$ cat config.mk
export PLATFORM = sky130hd
export DESIGN_NAME = axi_sram_bridge
export DESIGN_NICKNAME = d
export VERILOG_FILES = /design/src/logic/axi_sram_pkg.sv /design/src/logic/axi_sram_wr.sv /design/src/logic/axi_sram_rd.sv /design/src/logic/axi_sram_bridge.sv
export VERILOG_INCLUDE_DIRS = /design/src /design/src/include
export SDC_FILE = /design/constraint.sdc
export NUM_CORES = 1
export LEC_CHECK = 0
export ABC_AREA = 1
export BUFFER_PORTS_ARGS = -buffer_cell sky130_fd_sc_hd__buf_4
export CORE_AREA = 3 3 95 97
export DETAILED_ROUTE_END_ITERATION = 8
export DIE_AREA = 0 0 98 100
export GPL_TIMING_DRIVEN = 0
export PLACE_DENSITY = 0.77
export SYNTH_ARGS = -nofsm -noshare
export SYNTH_HDL_FRONTEND = slang
export SYNTH_SLANG_ARGS = --single-unit
$ cat constraint.sdc
create_clock -name clk -period 4.1 [get_ports clk]
set_clock_uncertainty 0.05 [all_clocks]
set_input_delay 0 -clock clk [delete_from_list [all_inputs] [get_ports clk]]
set_output_delay 0 -clock clk [all_outputs]
set_load 0.03 [all_outputs]
$ cat src/include/axi_sram_macros.svh
`ifndef AXI_SRAM_MACROS_SVH
`define AXI_SRAM_MACROS_SVH

// AXI side widths
`define AXI_ADDR_W 12
`define AXI_DATA_W 32
`define AXI_ID_W   4
`define AXI_STRB_W (`AXI_DATA_W / 8)

// Word addressing on the SRAM side
`define SRAM_LSB    2
`define SRAM_ADDR_W (`AXI_ADDR_W - `SRAM_LSB)

`endif

$ cat src/logic/axi_sram_pkg.sv
`include "axi_sram_macros.svh"

package axi_sram_pkg;

  localparam logic [1:0] resp_okay = 2'b00;

  typedef struct packed {
    logic [`AXI_ID_W-1:0]   id;
    logic [`AXI_ADDR_W-1:0] addr;
    logic [7:0]             len;
    logic [2:0]             size;
    logic [1:0]             burst;
  } axi_aw_t;

  typedef struct packed {
    logic [`AXI_ID_W-1:0]   id;
    logic [`AXI_ADDR_W-1:0] addr;
    logic [7:0]             len;
    logic [2:0]             size;
    logic [1:0]             burst;
  } axi_ar_t;

  typedef struct packed {
    logic [`AXI_DATA_W-1:0] data;
    logic [`AXI_STRB_W-1:0] strb;
    logic                   last;
  } axi_w_t;

  typedef struct packed {
    logic [`AXI_ID_W-1:0] id;
    logic [1:0]           resp;
  } axi_b_t;

  typedef struct packed {
    logic [`AXI_ID_W-1:0]   id;
    logic [`AXI_DATA_W-1:0] data;
    logic [1:0]             resp;
    logic                   last;
  } axi_r_t;

  // Meta carries the AXI id through the memory
  typedef struct packed {
    logic                    wr_en;
    logic [`SRAM_ADDR_W-1:0] addr;
    logic [`AXI_ID_W-1:0]    meta;
    logic                    last;
    logic [`AXI_DATA_W-1:0]  wr_data;
    logic [`AXI_STRB_W-1:0]  wr_strb;
  } sram_cmd_t;

  typedef struct packed {
    logic [`AXI_ID_W-1:0]   meta;
    logic                   last;
    logic [`AXI_DATA_W-1:0] rd_data;
  } sram_resp_t;

endpackage

$ cat src/logic/axi_sram_wr.sv
`timescale 1ns/100ps
`include "axi_sram_macros.svh"

module axi_sram_wr (
  input  logic                    clk,
  input  logic                    rst_n,
  input  logic                    i_aw_valid,
  output logic                    o_aw_ready,
  input  axi_sram_pkg::axi_aw_t   i_aw,
  input  logic                    i_w_valid,
  output logic                    o_w_ready,
  input  axi_sram_pkg::axi_w_t    i_w,
  output logic                    o_b_valid,
  input  logic                    i_b_ready,
  output axi_sram_pkg::axi_b_t    o_b,
  output logic                    o_cmd_valid,
  input  logic                    i_cmd_ready,
  output logic [`SRAM_ADDR_W-1:0] o_cmd_addr,
  output logic [`AXI_DATA_W-1:0]  o_cmd_data,
  output logic [`AXI_STRB_W-1:0]  o_cmd_strb
);
  import axi_sram_pkg::*;

  typedef enum logic [1:0] {
    wr_idle,
    wr_data,
    wr_resp
  } wr_state_t;

  wr_state_t               state;
  logic                    ready_en;
  logic [`AXI_ID_W-1:0]    id_q;
  logic [`SRAM_ADDR_W-1:0] addr_q;

  // AW ready stays low through reset and the first cycle after it
  assign o_aw_ready = (state == wr_idle) && ready_en;

  // Beats go straight through, so W ready follows the SRAM port
  assign o_cmd_valid = (state == wr_data) && i_w_valid;
  assign o_w_ready   = (state == wr_data) && i_cmd_ready;
  assign o_cmd_addr  = addr_q;
  assign o_cmd_data  = i_w.data;
  assign o_cmd_strb  = i_w.strb;

  assign o_b_valid = (state == wr_resp);
  assign o_b.id    = id_q;
  assign o_b.resp  = resp_okay;

  always_ff @(posedge clk) begin
    if (!rst_n) begin
      state    <= wr_idle;
      ready_en <= 1'b0;
    end else begin
      ready_en <= 1'b1;
      case (state)
        wr_idle: begin
          if (i_aw_valid && o_aw_ready) begin
            state <= wr_data;
          end
        end
        wr_data: begin
          if (i_w_valid && o_w_ready && i_w.last) begin
            state <= wr_resp;
          end
        end
        default: begin
          if (i_b_ready) begin
            state <= wr_idle;
          end
        end
      endcase
    end
  end

  // Burst id and word address
  always_ff @(posedge clk) begin
    if (i_aw_valid && o_aw_ready) begin
      id_q   <= i_aw.id;
      addr_q <= i_aw.addr[`AXI_ADDR_W-1:`SRAM_LSB];
    end else if (i_w_valid && o_w_ready) begin
      addr_q <= addr_q + 1'b1;
    end
  end

endmodule

$ cat src/logic/axi_sram_rd.sv
`timescale 1ns/100ps
`include "axi_sram_macros.svh"

module axi_sram_rd (
  input  logic                    clk,
  input  logic                    rst_n,
  input  logic                    i_ar_valid,
  output logic                    o_ar_ready,
  input  axi_sram_pkg::axi_ar_t   i_ar,
  output logic                    o_r_valid,
  input  logic                    i_r_ready,
  output axi_sram_pkg::axi_r_t    o_r,
  output logic                    o_cmd_valid,
  input  logic                    i_cmd_ready,
  output logic [`SRAM_ADDR_W-1:0] o_cmd_addr,
  output logic [`AXI_ID_W-1:0]    o_cmd_meta,
  output logic                    o_cmd_last,
  input  logic                    i_resp_valid,
  output logic                    o_resp_ready,
  input  axi_sram_pkg::sram_resp_t i_resp
);
  import axi_sram_pkg::*;

  typedef enum logic [1:0] {
    rd_idle,
    rd_cmd,
    rd_wait
  } rd_state_t;

  rd_state_t               state;
  logic                    ready_en;
  logic [`AXI_ID_W-1:0]    id_q;
  logic [`SRAM_ADDR_W-1:0] addr_q;
  logic [7:0]              cnt_q;
  logic                    cmd_fire;

  // AR ready stays low through reset and the first cycle after it
  assign o_ar_ready = (state == rd_idle) && ready_en;

  assign o_cmd_valid = (state == rd_cmd);
  assign o_cmd_addr  = addr_q;
  assign o_cmd_meta  = id_q;
  assign o_cmd_last  = (cnt_q == 8'd0);
  assign cmd_fire    = o_cmd_valid && i_cmd_ready;

  // R is the SRAM response with an OKAY attached
  assign o_r_valid    = i_resp_valid;
  assign o_r.id       = i_resp.meta;
  assign o_r.data     = i_resp.rd_data;
  assign o_r.resp     = resp_okay;
  assign o_r.last     = i_resp.last;
  assign o_resp_ready = i_r_ready;

  always_ff @(posedge clk) begin
    if (!rst_n) begin
      state    <= rd_idle;
      ready_en <= 1'b0;
    end else begin
      ready_en <= 1'b1;
      case (state)
        rd_idle: begin
          if (i_ar_valid && o_ar_ready) begin
            state <= rd_cmd;
          end
        end
        rd_cmd: begin
          if (cmd_fire && o_cmd_last) begin
            state <= rd_wait;
          end
        end
        default: begin
          if (o_r_valid && i_r_ready && o_r.last) begin
            state <= rd_idle;
          end
        end
      endcase
    end
  end

  // Remaining beats count down to zero
  always_ff @(posedge clk) begin
    if (i_ar_valid && o_ar_ready) begin
      id_q   <= i_ar.id;
      addr_q <= i_ar.addr[`AXI_ADDR_W-1:`SRAM_LSB];
      cnt_q  <= i_ar.len;
    end else if (cmd_fire) begin
      addr_q <= addr_q + 1'b1;
      cnt_q  <= cnt_q - 1'b1;
    end
  end

endmodule

$ cat src/logic/axi_sram_bridge.sv
`timescale 1ns/100ps
`include "axi_sram_macros.svh"

module axi_sram_bridge (
  input  logic                      clk,
  input  logic                      rst_n,
  input  logic                      i_aw_valid,
  output logic                      o_aw_ready,
  input  axi_sram_pkg::axi_aw_t     i_aw,
  input  logic                      i_w_valid,
  output logic                      o_w_ready,
  input  axi_sram_pkg::axi_w_t      i_w,
  output logic                      o_b_valid,
  input  logic                      i_b_ready,
  output axi_sram_pkg::axi_b_t      o_b,
  input  logic                      i_ar_valid,
  output logic                      o_ar_ready,
  input  axi_sram_pkg::axi_ar_t     i_ar,
  output logic                      o_r_valid,
  input  logic                      i_r_ready,
  output axi_sram_pkg::axi_r_t      o_r,
  output logic                      o_cmd_valid,
  input  logic                      i_cmd_ready,
  output axi_sram_pkg::sram_cmd_t   o_cmd,
  input  logic                      i_resp_valid,
  output logic                      o_resp_ready,
  input  axi_sram_pkg::sram_resp_t  i_resp
);
  typedef enum logic [1:0] {
    st_idle,
    st_read,
    st_write
  } arb_state_t;

  arb_state_t              state;
  arb_state_t              state_next;
  logic                    wr_cmd_valid;
  logic                    wr_cmd_ready;
  logic [`SRAM_ADDR_W-1:0] wr_cmd_addr;
  logic [`AXI_DATA_W-1:0]  wr_cmd_data;
  logic [`AXI_STRB_W-1:0]  wr_cmd_strb;
  logic                    rd_cmd_valid;
  logic                    rd_cmd_ready;
  logic [`SRAM_ADDR_W-1:0] rd_cmd_addr;
  logic [`AXI_ID_W-1:0]    rd_cmd_meta;
  logic                    rd_cmd_last;

  axi_sram_wr u_wr (
    .clk         (clk),
    .rst_n       (rst_n),
    .i_aw_valid  (i_aw_valid),
    .o_aw_ready  (o_aw_ready),
    .i_aw        (i_aw),
    .i_w_valid   (i_w_valid),
    .o_w_ready   (o_w_ready),
    .i_w         (i_w),
    .o_b_valid   (o_b_valid),
    .i_b_ready   (i_b_ready),
    .o_b         (o_b),
    .o_cmd_valid (wr_cmd_valid),
    .i_cmd_ready (wr_cmd_ready),
    .o_cmd_addr  (wr_cmd_addr),
    .o_cmd_data  (wr_cmd_data),
    .o_cmd_strb  (wr_cmd_strb)
  );

  axi_sram_rd u_rd (
    .clk          (clk),
    .rst_n        (rst_n),
    .i_ar_valid   (i_ar_valid),
    .o_ar_ready   (o_ar_ready),
    .i_ar         (i_ar),
    .o_r_valid    (o_r_valid),
    .i_r_ready    (i_r_ready),
    .o_r          (o_r),
    .o_cmd_valid  (rd_cmd_valid),
    .i_cmd_ready  (rd_cmd_ready),
    .o_cmd_addr   (rd_cmd_addr),
    .o_cmd_meta   (rd_cmd_meta),
    .o_cmd_last   (rd_cmd_last),
    .i_resp_valid (i_resp_valid),
    .o_resp_ready (o_resp_ready),
    .i_resp       (i_resp)
  );

  // A finished burst hands the next turn to the other direction
  always_comb begin
    state_next = state;
    case (state)
      st_idle: begin
        if (rd_cmd_valid) begin
          state_next = st_read;
        end else if (wr_cmd_valid) begin
          state_next = st_write;
        end
      end
      st_read: begin
        if (i_resp_valid && o_resp_ready && i_resp.last) begin
          if (wr_cmd_valid) begin
            state_next = st_write;
          end else if (rd_cmd_valid) begin
            state_next = st_read;
          end else begin
            state_next = st_idle;
          end
        end
      end
      default: begin
        if (o_b_valid && i_b_ready) begin
          if (rd_cmd_valid) begin
            state_next = st_read;
          end else if (wr_cmd_valid) begin
            state_next = st_write;
          end else begin
            state_next = st_idle;
          end
        end
      end
    endcase
  end

  always_ff @(posedge clk) begin
    if (!rst_n) begin
      state <= st_idle;
    end else begin
      state <= state_next;
    end
  end

  // Command steering follows the next state
  always_comb begin
    o_cmd_valid   = 1'b0;
    o_cmd.wr_en   = 1'b0;
    o_cmd.addr    = '0;
    o_cmd.meta    = '0;
    o_cmd.last    = 1'b0;
    o_cmd.wr_data = '0;
    o_cmd.wr_strb = '0;
    rd_cmd_ready  = 1'b0;
    wr_cmd_ready  = 1'b0;
    case (state_next)
      st_read: begin
        o_cmd_valid  = rd_cmd_valid;
        o_cmd.addr   = rd_cmd_addr;
        o_cmd.meta   = rd_cmd_meta;
        o_cmd.last   = rd_cmd_last;
        rd_cmd_ready = i_cmd_ready;
      end
      st_write: begin
        o_cmd_valid   = wr_cmd_valid;
        o_cmd.wr_en   = 1'b1;
        o_cmd.addr    = wr_cmd_addr;
        o_cmd.wr_data = wr_cmd_data;
        o_cmd.wr_strb = wr_cmd_strb;
        wr_cmd_ready  = i_cmd_ready;
      end
      default: begin
        o_cmd_valid = 1'b0;
      end
    endcase
  end

endmodule

Yosys cells after proc, flatten, opt, wreduce, memory -nomap -nowiden

Cells that the tools add are included.

ROM bits: 0
Input port bits: 141
Word-level logic and storage cells: 76
Bits in registers: 43
Bits in writable memories: 0
Memories: 0
Bits in latches: 0
Output and inout bits: 104

Div/mod/pow operators: 0
Multiply operators: 0
$lt $le $gt $ge: 0
Add/subtract/negate cells: 3
Bitwise logic cells: 0
Shift operators: 0
Equal/unequal tests: 10
Reductions and logical operators: 23
Mux-type cells: 31

Operators with widths:

| operator              | count |
|---|---|
| $mux 10               | 4 |
| $mux 36               | 1 |
| $mux 2                | 13 |
| $add 10x1->10 const B | 2 |
| $pmux 10 s2           | 1 |
| $mux 8                | 2 |
| $logic_and 1x1->1     | 13 |
| $pmux 2 s2            | 3 |
| $eq 2x1->1 const B    | 4 |
| $logic_not 8->1       | 1 |
| $sub 8x1->8 const B   | 1 |
| $logic_not 2->1       | 3 |
| $ne 2x2->1 const B    | 3 |
| $reduce_and 3->1      | 2 |
| $reduce_bool 3->1     | 2 |
| $mux 1                | 5 |
| $mux 5                | 1 |
| $eq 2x2->1 const B    | 2 |
| $reduce_bool 2->1     | 2 |
| $ne 2x1->1 const B    | 1 |
| $pmux 1 s2            | 1 |

Logic depth before layout (Yosys ltp)

Gate-level depths: netlist of the first run.

Word-level depth: 13
Gate-level depth with buffers: 16
Depth with buffers taken out: 15

By module

A second synthesis of the first run with hierarchy kept.

Cell total of the unflattened synthesis: 482
Area, all modules: 3529.6 sq um

By module, submodules not included:

| module          | seq. area each (sq um) | area an instance (sq um) | instances | cells an instance |
|---|---|---|---|---|
| axi_sram_rd     | 720.7                  | 1659.1                   | 1         | 190 |
| axi_sram_wr     | 480.5                  | 1182.4                   | 1         | 138 |
| axi_sram_bridge | 40.0                   | 688.2                    | 1         | 154 |

Worst setup path after synthesis of the first run

OpenSTA, ideal clock, no wires.

Path type: reg-to-reg
Start point: register u_wr.state[1]
End point: register u_rd.cnt_q[0] (enable)
Slack: 773 ps
Data arrival time: 2859 ps
Buffers on the path: 1
Cell stages (with the launch flop): 11
Required time: 3632 ps
Cells stage by stage: dfxtp_1 inv_2 nor2_2 nand2_1 nand2_1 nand2_1 a21boi_4 ha_1 buf_2 nand2_1 o21ai_0

RTL lines:

| what                        | line                   | source |
|---|---|---|
| start: declaration          | axi_sram_wr.sv:30      | `wr_state_t state;` |
| start signal: assignment    | axi_sram_wr.sv:51      | `state <= wr_idle;` |
| start signal: assignment    | axi_sram_wr.sv:58      | `state <= wr_data;` |
| start signal: assignment    | axi_sram_wr.sv:63      | `state <= wr_resp;` |
| $eq 2x2->1                  | axi_sram_wr.sv:45      | `assign o_b_valid = (state == wr_resp);` |
| net o_b_valid               | axi_sram_bridge.sv:13  | `output logic o_b_valid,` |
| $logic_and 1x1->1           | axi_sram_bridge.sv:109 | `if (o_b_valid && i_b_ready) begin` |
| $mux 2                      | axi_sram_bridge.sv:109 |  |
| $pmux 2 s2                  | axi_sram_bridge.sv:89  | `case (state)` |
| $eq 2x1->1                  | axi_sram_bridge.sv:141 | `case (state_next)` |
| $mux 1                      | axi_sram_bridge.sv:141 |  |
| $logic_and 1x1->1           | axi_sram_rd.sv:44      | `assign cmd_fire = o_cmd_valid && i_cmd_ready;` |
| $reduce_bool 2->1 (no line) | n/a                    |  |
| end signal: assignment      | axi_sram_rd.sv:85      | `cnt_q <= i_ar.len;` |
| end signal: assignment      | axi_sram_rd.sv:88      | `cnt_q <= cnt_q - 1'b1;` |
| end: declaration            | axi_sram_rd.sv:34      | `logic [7:0] cnt_q;` |

The timed path passes the listed nets, and every way through them passes these cells.
A chain may end at the register's enable or synchronous reset.

Worst setup path in the final report of the first run

Start point: register u_wr.state[0]
End point: register u_wr.state[1]

Cells in the longest elaborated chain, start to end: 13

Ends and longest elaborated chain:

| what                             | line                   | source |
|---|---|---|
| $eq 2x1->1                       | axi_sram_wr.sv:39      | `assign o_cmd_valid = (state == wr_data) && i_w_valid;` |
| $logic_and 1x1->1                | axi_sram_wr.sv:39      |  |
| $mux 2                           | axi_sram_bridge.sv:112 | `end else if (wr_cmd_valid) begin` |
| $mux 2                           | axi_sram_bridge.sv:110 | `if (rd_cmd_valid) begin` |
| $mux 2                           | axi_sram_bridge.sv:109 |  |
| $pmux 2 s2 *                     | axi_sram_bridge.sv:89  |  |
| net state_next[1]                | axi_sram_bridge.sv:36  | `arb_state_t state_next;` |
| $eq 2x2->1 *                     | axi_sram_bridge.sv:141 |  |
| $mux 1 *                         | axi_sram_bridge.sv:141 |  |
| $logic_and 1x1->1 *              | axi_sram_wr.sv:40      | `assign o_w_ready = (state == wr_data) && i_cmd_ready;` |
| $logic_and 1x1->1 * (2 in a row) | axi_sram_wr.sv:62      | `if (i_w_valid && o_w_ready && i_w.last) begin` |
| $ne 2x2->1 (no line) *           | n/a                    |  |
| $reduce_and 3->1 (no line) *     | n/a                    |  |

Mark *: on every way through the listed nets, which the timed path passes. The rest lies on a longest branch.

==> results of run 1 <==
## area by class of cell
class	instances	area (um2)	area share (%)
plain buffers	56	404	7.83
multi-input cells	259	1300	25.3
repair buffers	222	1770	34.2
clock inverters	3	15.0	0.291
flip-flops and latches	43	1220	23.7
well taps	105	131	2.55
inverters	66	250	4.85
clock buffers	5	68.8	1.33
## metal layers
metal,wire length [um],GRT usage [%],vias up
met4,464,10.8,0
met3,786,3.61,31
li1,-,-,1727
met2,6130,43.5,168
met1,3530,20.4,1595
met5,0,0,-
## worst max-delay path, cell delays in order (launching register included)
cell           delay (ps)
dfxtp_1               430
nand2_2               120
nor2_4                130
nand2_1                70
nand2_1               110
a21boi_4               70
inv_2                  50
ha_1                  190
nand2_1               110
nor2_1                150
nand3_1                90
dlygate4sd3_1         570
a21oi_1               120
dlygate4sd3_1         550
## registers in the layout, summed over array words and instances (netlist names)
name             cells
u_wr.id_q            4
u_rd.cnt_q           8
u_wr.o_cmd_addr     10
u_rd.ready_en        1
u_rd.state           2
state                2
u_rd.o_cmd_addr     10
u_wr.state           2
u_rd.o_cmd_meta      4
## timing repair
action	CTS	global route
hold buffers	40	0
setup endpoints to repair	0	0
endpoints found under the hold margin	40	0
## power by group
| group | internal, W | switching, W | leakage [nW] | total (W) |
|---|---|---|---|---|
| Sequential | 0.000509 | 0.0000236 | 0.395 | 0.000533 |
| Clock | 0.000117 | 0.000152 | 0.0477 | 0.000269 |
| Combinational | 0.000223 | 0.000281 | 2.35 | 0.000503 |
## cell families after synthesis
family | count (synthesis)
compound gates | 46
buf+inv | 122
simple gates | 191
flops | 43
xor+xnor | 12
other cells | 1
fa+ha+maj | 6
## through the flow
step                cell area (um2)  worst slack [ps]  std cells  utilization, %  power [W]
global route                   5160              1020        759            62.8    0.00137
finish                         5160              1220        759            62.8    0.00131
floorplan                      3180               773        424               -   0.000824
detailed placement             4680              1510        711            56.9    0.00102
CTS                            5160              1250        759            62.8    0.00131
global placement               4670               383        711            56.9    0.00101
## worst paths after layout
kind                                    start            end  slack, ps
worst max-delay path            u_wr.state[0]  u_wr.state[1]       1220
worst min-delay path               i_aw_valid  u_wr.state[0]         40
worst max register to register  u_wr.state[0]  u_wr.state[1]       1220
worst min register to register  u_rd.state[0]  u_rd.state[0]        470
## placed cells by master, fill, tap and decap left out, drive strengths merged, types with 18 or more instances in the layout
cell type / Yosys / routed
nand2: 141 / 141
a21oi: 18 / 18
inv: 66 / 66
edfxtp: 36 / 36
nor2: 22 / 22
o21ai: 18 / 18
dlygate4sd3: 0 / 40
buf: 54 / 236
nand3: 21 / 21
==> flow_metrics.env, run 1 <==
export IMPL_status="finished, final reports clean"
export IMPL_overflow=0
export IMPL_detail_route_antenna_nets=0
export IMPL_end_kind="flip-flop"
export IMPL_hold_viol_final=0
export IMPL_fill_cells=693
export IMPL_wl_per_cell_um=14.4
export IMPL_first_iter_violations=141
export IMPL_synth_largest_area_cell="edfxtp_1"
export IMPL_antenna_found_initial=0
export IMPL_routed_via_density=4.64
export IMPL_place_hpwl_um=8910
export IMPL_grt_usage_pct=21.4
export IMPL_peakVddDrop_v=0.000169
export IMPL_core_area_um2=8220
export IMPL_syn_area_per_cell_um2=7.52
export IMPL_synth_compound_area_share_pct=8.82
export IMPL_cp_start_kind="flip-flop"
export IMPL_worstSkewPairLatency_ps=300
export IMPL_min_path_type="in2reg"
export IMPL_p_leak_nw=2.79
export IMPL_synth_area_leaders="edfxtp_1 34%, nand2_1 16%, buf_4 10%"
export IMPL_synth_seq_cells=43
export IMPL_cp_max_fo=5
export IMPL_rows=33
export IMPL_start_util_pct=38.5
export IMPL_cts_sinks=43
export IMPL_criticalPathCategory="reg2reg"
export IMPL_async_reset_ff_share_pct=0
export IMPL_io_pins=245
export IMPL_grt_first_pass_wirelength_um=16700
export IMPL_arrival_ps=3070
export IMPL_fin_crit_sh_pct=70.2
export IMPL_area_growth_pct=63.1
export IMPL_clk_path_buf_depth=2
export IMPL_path_clk_slew_ps=80
export IMPL_die_h_um=100
export IMPL_numCtsBuffers=5
export IMPL_synth_top_family_by_area="simple AND/OR/NAND/NOR gates"
export IMPL_critPathRequiredTime_ps=4290
export IMPL_netlist_top_cells_count="139 x nand2_1, 62 x inv_1, 43 x buf_4"
export IMPL_cts_tree="built"
export IMPL_hold_depth=3
export IMPL_maxCapViolCount=0
export IMPL_dieArea_um2=9800
export IMPL_synth_edf_count=36
export IMPL_gp_congestion=0.928
export IMPL_die_w_um=98
export IMPL_synthAdderAreaFrac_pct=2.37
export IMPL_rsz0062_at_grt="false"
export IMPL_yosysTopAreaCellShare_pct=34.2
export IMPL_fin_crit_ps=2880
export IMPL_first_global_vias=3459
export IMPL_synthXorXnorAreaFrac_pct=3.32
export IMPL_maxSlewHeadroom_pct=39.0
export IMPL_p_per_area_nw_per_um2=253
export IMPL_maxSlewViolCount=0
export IMPL_synth_most_common_cell="nand2_1"
export IMPL_synthMuxAreaShare_pct=0
export IMPL_r2r_cells=13
export IMPL_htree_levels=2
export IMPL_synthSimpleGateAreaFrac_pct=26.1
export IMPL_diodes=0
export IMPL_post_cts_buffers=0
export IMPL_synth_warnings=0
export IMPL_drive_above_1_share_pct=41.4
export IMPL_finalSetupViolCount=0
export IMPL_synthesis_area_um2=3160
export IMPL_tightest_slew_ps=915
export IMPL_syn_inst=421
export IMPL_root_buffer="clkbuf_8"
export IMPL_ys_types=37
export IMPL_num_nets_final=800
export IMPL_cts_resized=0
export IMPL_wirelength_um=10900
export IMPL_port_buffers=182
export IMPL_yosysSeqAreaShare_pct=38.6
export IMPL_worst_hold_slack_ps=42.6
export IMPL_grt_max_degree=19
export IMPL_max_freq_ghz=0.348
export IMPL_vias=3521
export IMPL_dr_pass1_iters=4
export IMPL_post_route_drc_count=0
export IMPL_synth_ff_type="edfxtp_1"
export IMPL_setup_tns_ps=0
Note: power is estimated with default switching activity, not from simulation.
==> run 2, diff against run 1 <==
--- a/config.mk
+++ b/config.mk
@@ -8,11 +8,11 @@
 export LEC_CHECK = 0
 export ABC_AREA = 1
 export BUFFER_PORTS_ARGS = -buffer_cell sky130_fd_sc_hd__buf_4
-export CORE_AREA = 3 3 95 97
+export CORE_MARGIN = 3
+export CORE_UTILIZATION = 37
 export DETAILED_ROUTE_END_ITERATION = 8
-export DIE_AREA = 0 0 98 100
 export GPL_TIMING_DRIVEN = 0
-export PLACE_DENSITY = 0.77
+export PLACE_DENSITY = 0.79
 export SYNTH_ARGS = -nofsm -noshare
 export SYNTH_HDL_FRONTEND = slang
 export SYNTH_SLANG_ARGS = --single-unit
==> constraint.sdc (replaced) <==
create_clock -name clk -period 2.63 [get_ports clk]
set_clock_uncertainty 0.05 [all_clocks]
set_input_delay 0 -clock clk [delete_from_list [all_inputs] [get_ports clk]]
set_output_delay 0 -clock clk [all_outputs]
set_load 0.03 [all_outputs]
==> run 2 against run 1 <==
Critical path depth fell by 1. Sequential share of layout area fell by 0.11 points. Setup slack got worse by 1000 ps. Clock power rose by 93%. Global-route usage fell by 1.1 points. Core utilization barely moved. Via count fell by 2.6%. Critical endpoint is now o_cmd[44].
==> flow_metrics.env, run 2 (synthesized netlist as in run 1, its figures left out) <==
export IMPL_gp_congestion=0.819
export IMPL_port_buffers=182
export IMPL_worst_path_buf_inv=4
export IMPL_start_util_pct=38.3
export IMPL_slowest_stage="dfxtp_2"
export IMPL_r2r_cells=10
export IMPL_arrival_ps=2380
export IMPL_dp_cells=711
export IMPL_final_common_cell="buf_4"
export IMPL_core_area_um2=8260
export IMPL_grt_usage_pct=20.4
export IMPL_critical_path_max_stage_delay_ps=360
export IMPL_critPathRequiredTime_ps=2580
export IMPL_cts_sinks=43
export IMPL_fin_crit_ps=2430
export IMPL_grt_max_degree=19
export IMPL_path_clk_slew_ps=80
export IMPL_tightest_slew_ps=584
export IMPL_post_cts_buffers=0
export IMPL_num_nets_final=799
export IMPL_cp_start_kind="flip-flop"
export IMPL_fin_cells=758
export IMPL_routed_via_density=4.53
export IMPL_die_h_um=98.5
export IMPL_status="finished, final reports clean"
export IMPL_wl_per_cell_um=13.8
export IMPL_hold_viol_final=0
export IMPL_hold_depth=3
export IMPL_detail_route_antenna_nets=0
export IMPL_layout_setup_ws_ps=199
export IMPL_maxSlewViolCount=0
export IMPL_antenna_found_initial=0
export IMPL_root_buffer="clkbuf_8"
export IMPL_area_growth_pct=64.1
export IMPL_maxSlewHeadroom_pct=60.9
export IMPL_dieArea_um2=9700
export IMPL_p_per_area_nw_per_um2=411
export IMPL_rows=33
export IMPL_fill_cells=721
export IMPL_dr_pass1_iters=4
export IMPL_numCtsBuffers=5
export IMPL_cp_max_fo=10
export IMPL_post_route_drc_count=0
export IMPL_cp_common_cell="nand2_1"
export IMPL_clk_path_buf_depth=2
export IMPL_max_freq_ghz=0.411
export IMPL_cts_tree="built"
export IMPL_critPathTopFamily="buffers and inverters"
export IMPL_peakVddDrop_v=0.000239
export IMPL_layout_cells_most_common_list="225 x buf_4, 139 x nand2_1, 62 x inv_1, 39 x dlygate4sd3_1, 36 x edfxtp_1"
export IMPL_diodes=0
export IMPL_criticalPathCategory="reg2out"
export IMPL_die_w_um=98.5
export IMPL_path_depth=12
export IMPL_grt_first_pass_wirelength_um=15900
export IMPL_drive_above_1_share_pct=41.8
export IMPL_end_kind="primary output"
export IMPL_setup_tns_ps=0
export IMPL_maxCapViolCount=0
export IMPL_overflow=0
export IMPL_min_path_type="in2reg"
export IMPL_wirelength_um=10500
export IMPL_pre_cts_slack_ps=-41.5
export IMPL_fin_crit_sh_pct=92.4
export IMPL_first_global_vias=3331
export IMPL_worst_hold_slack_ps=8.78
export IMPL_p_leak_nw=2.80
export IMPL_first_iter_violations=122
export IMPL_io_pins=245
export IMPL_finalSetupViolCount=0
export IMPL_place_hpwl_um=8360
export IMPL_path_cells="inv_2 > nor2_2 > nand2_1 > nand2_1 > nand2_1 > a21boi_4 > ha_1 > buf_2 > clkbuf_4 > nand2_1 > a21oi_1 > buf_4"
export IMPL_worstSkewPairLatency_ps=300
export IMPL_vias=3431
export IMPL_rsz0062_at_grt="false"
export IMPL_htree_levels=2
-- run 2: repair_timing --
item	4_1_cts	5_1_grt
setup endpoints to repair	18	30
gates resized for setup	1	5
hold endpoints to repair	39	0
hold buffers	39	0
-- run 2: area by class of cell --
cell class              count  area (um2)  area share, %
well taps                 105         131           2.53
repair buffers            221        1760           33.8
flip-flops and latches     43        1220           23.5
inverters                  66         250           4.82
clock buffers               5        68.8           1.33
clock inverters             3        38.8          0.747
multi-input cells         259        1320           25.3
plain buffers              56         408           7.86
-- run 2: worst register-to-register path, cell delays in order, from the launching register on --
cell	delay (ps)
dfxtp_2	360
inv_2	60
nor2_2	130
nand2_1	120
nand2_1	80
nand2_1	80
a21boi_4	200
ha_1	170
buf_2	170
nand2_1	120
o21ai_4	490
-- run 2: final timing paths --
kind / start / to / slack (ps)
hold reg to reg: u_rd.state[0] / u_rd.state[0] / 470
setup / recovery: u_wr.state[1] / o_cmd[44] / 200
setup reg to reg: u_wr.state[1] / u_rd.cnt_q[7] / 230
hold / removal: i_ar[10] / u_rd.cnt_q[5] / 9
-- run 2: per-stage QoR --
| step | power [W] | cell area (um2) | utilization (%) |
|---|---|---|---|
| after global routing | 0.00223 | 5190 | 62.9 |
| after CTS | 0.00214 | 5180 | 62.8 |
| after detailed placement | 0.00158 | 4680 | 56.6 |
| after global placement | 0.00156 | 4680 | 56.6 |
| final | 0.00213 | 5190 | 62.9 |
| after floorplan | 0.00128 | 3180 | - |
-- run 2: power breakdown --
group / switching, W / internal (W) / leakage (nW) / total [W]
registers: 0.0000368 / 0.000794 / 0.395 / 0.000831
logic: 0.000434 / 0.000349 / 2.35 / 0.000783
clock network: 0.000241 / 0.000279 / 0.0556 / 0.000519
total: 0.000712 / 0.00142 / 2.80 / 0.00213
-- run 2: routing by layer --
layer	track usage, %	part of all wire [%]	vias to the layer above
li1	-	-	1726
met1	21.1	35	1565
met2	40.9	57	131
met3	4.18	6.8	9
met4	5.57	1.3	0
met5	0	0	-
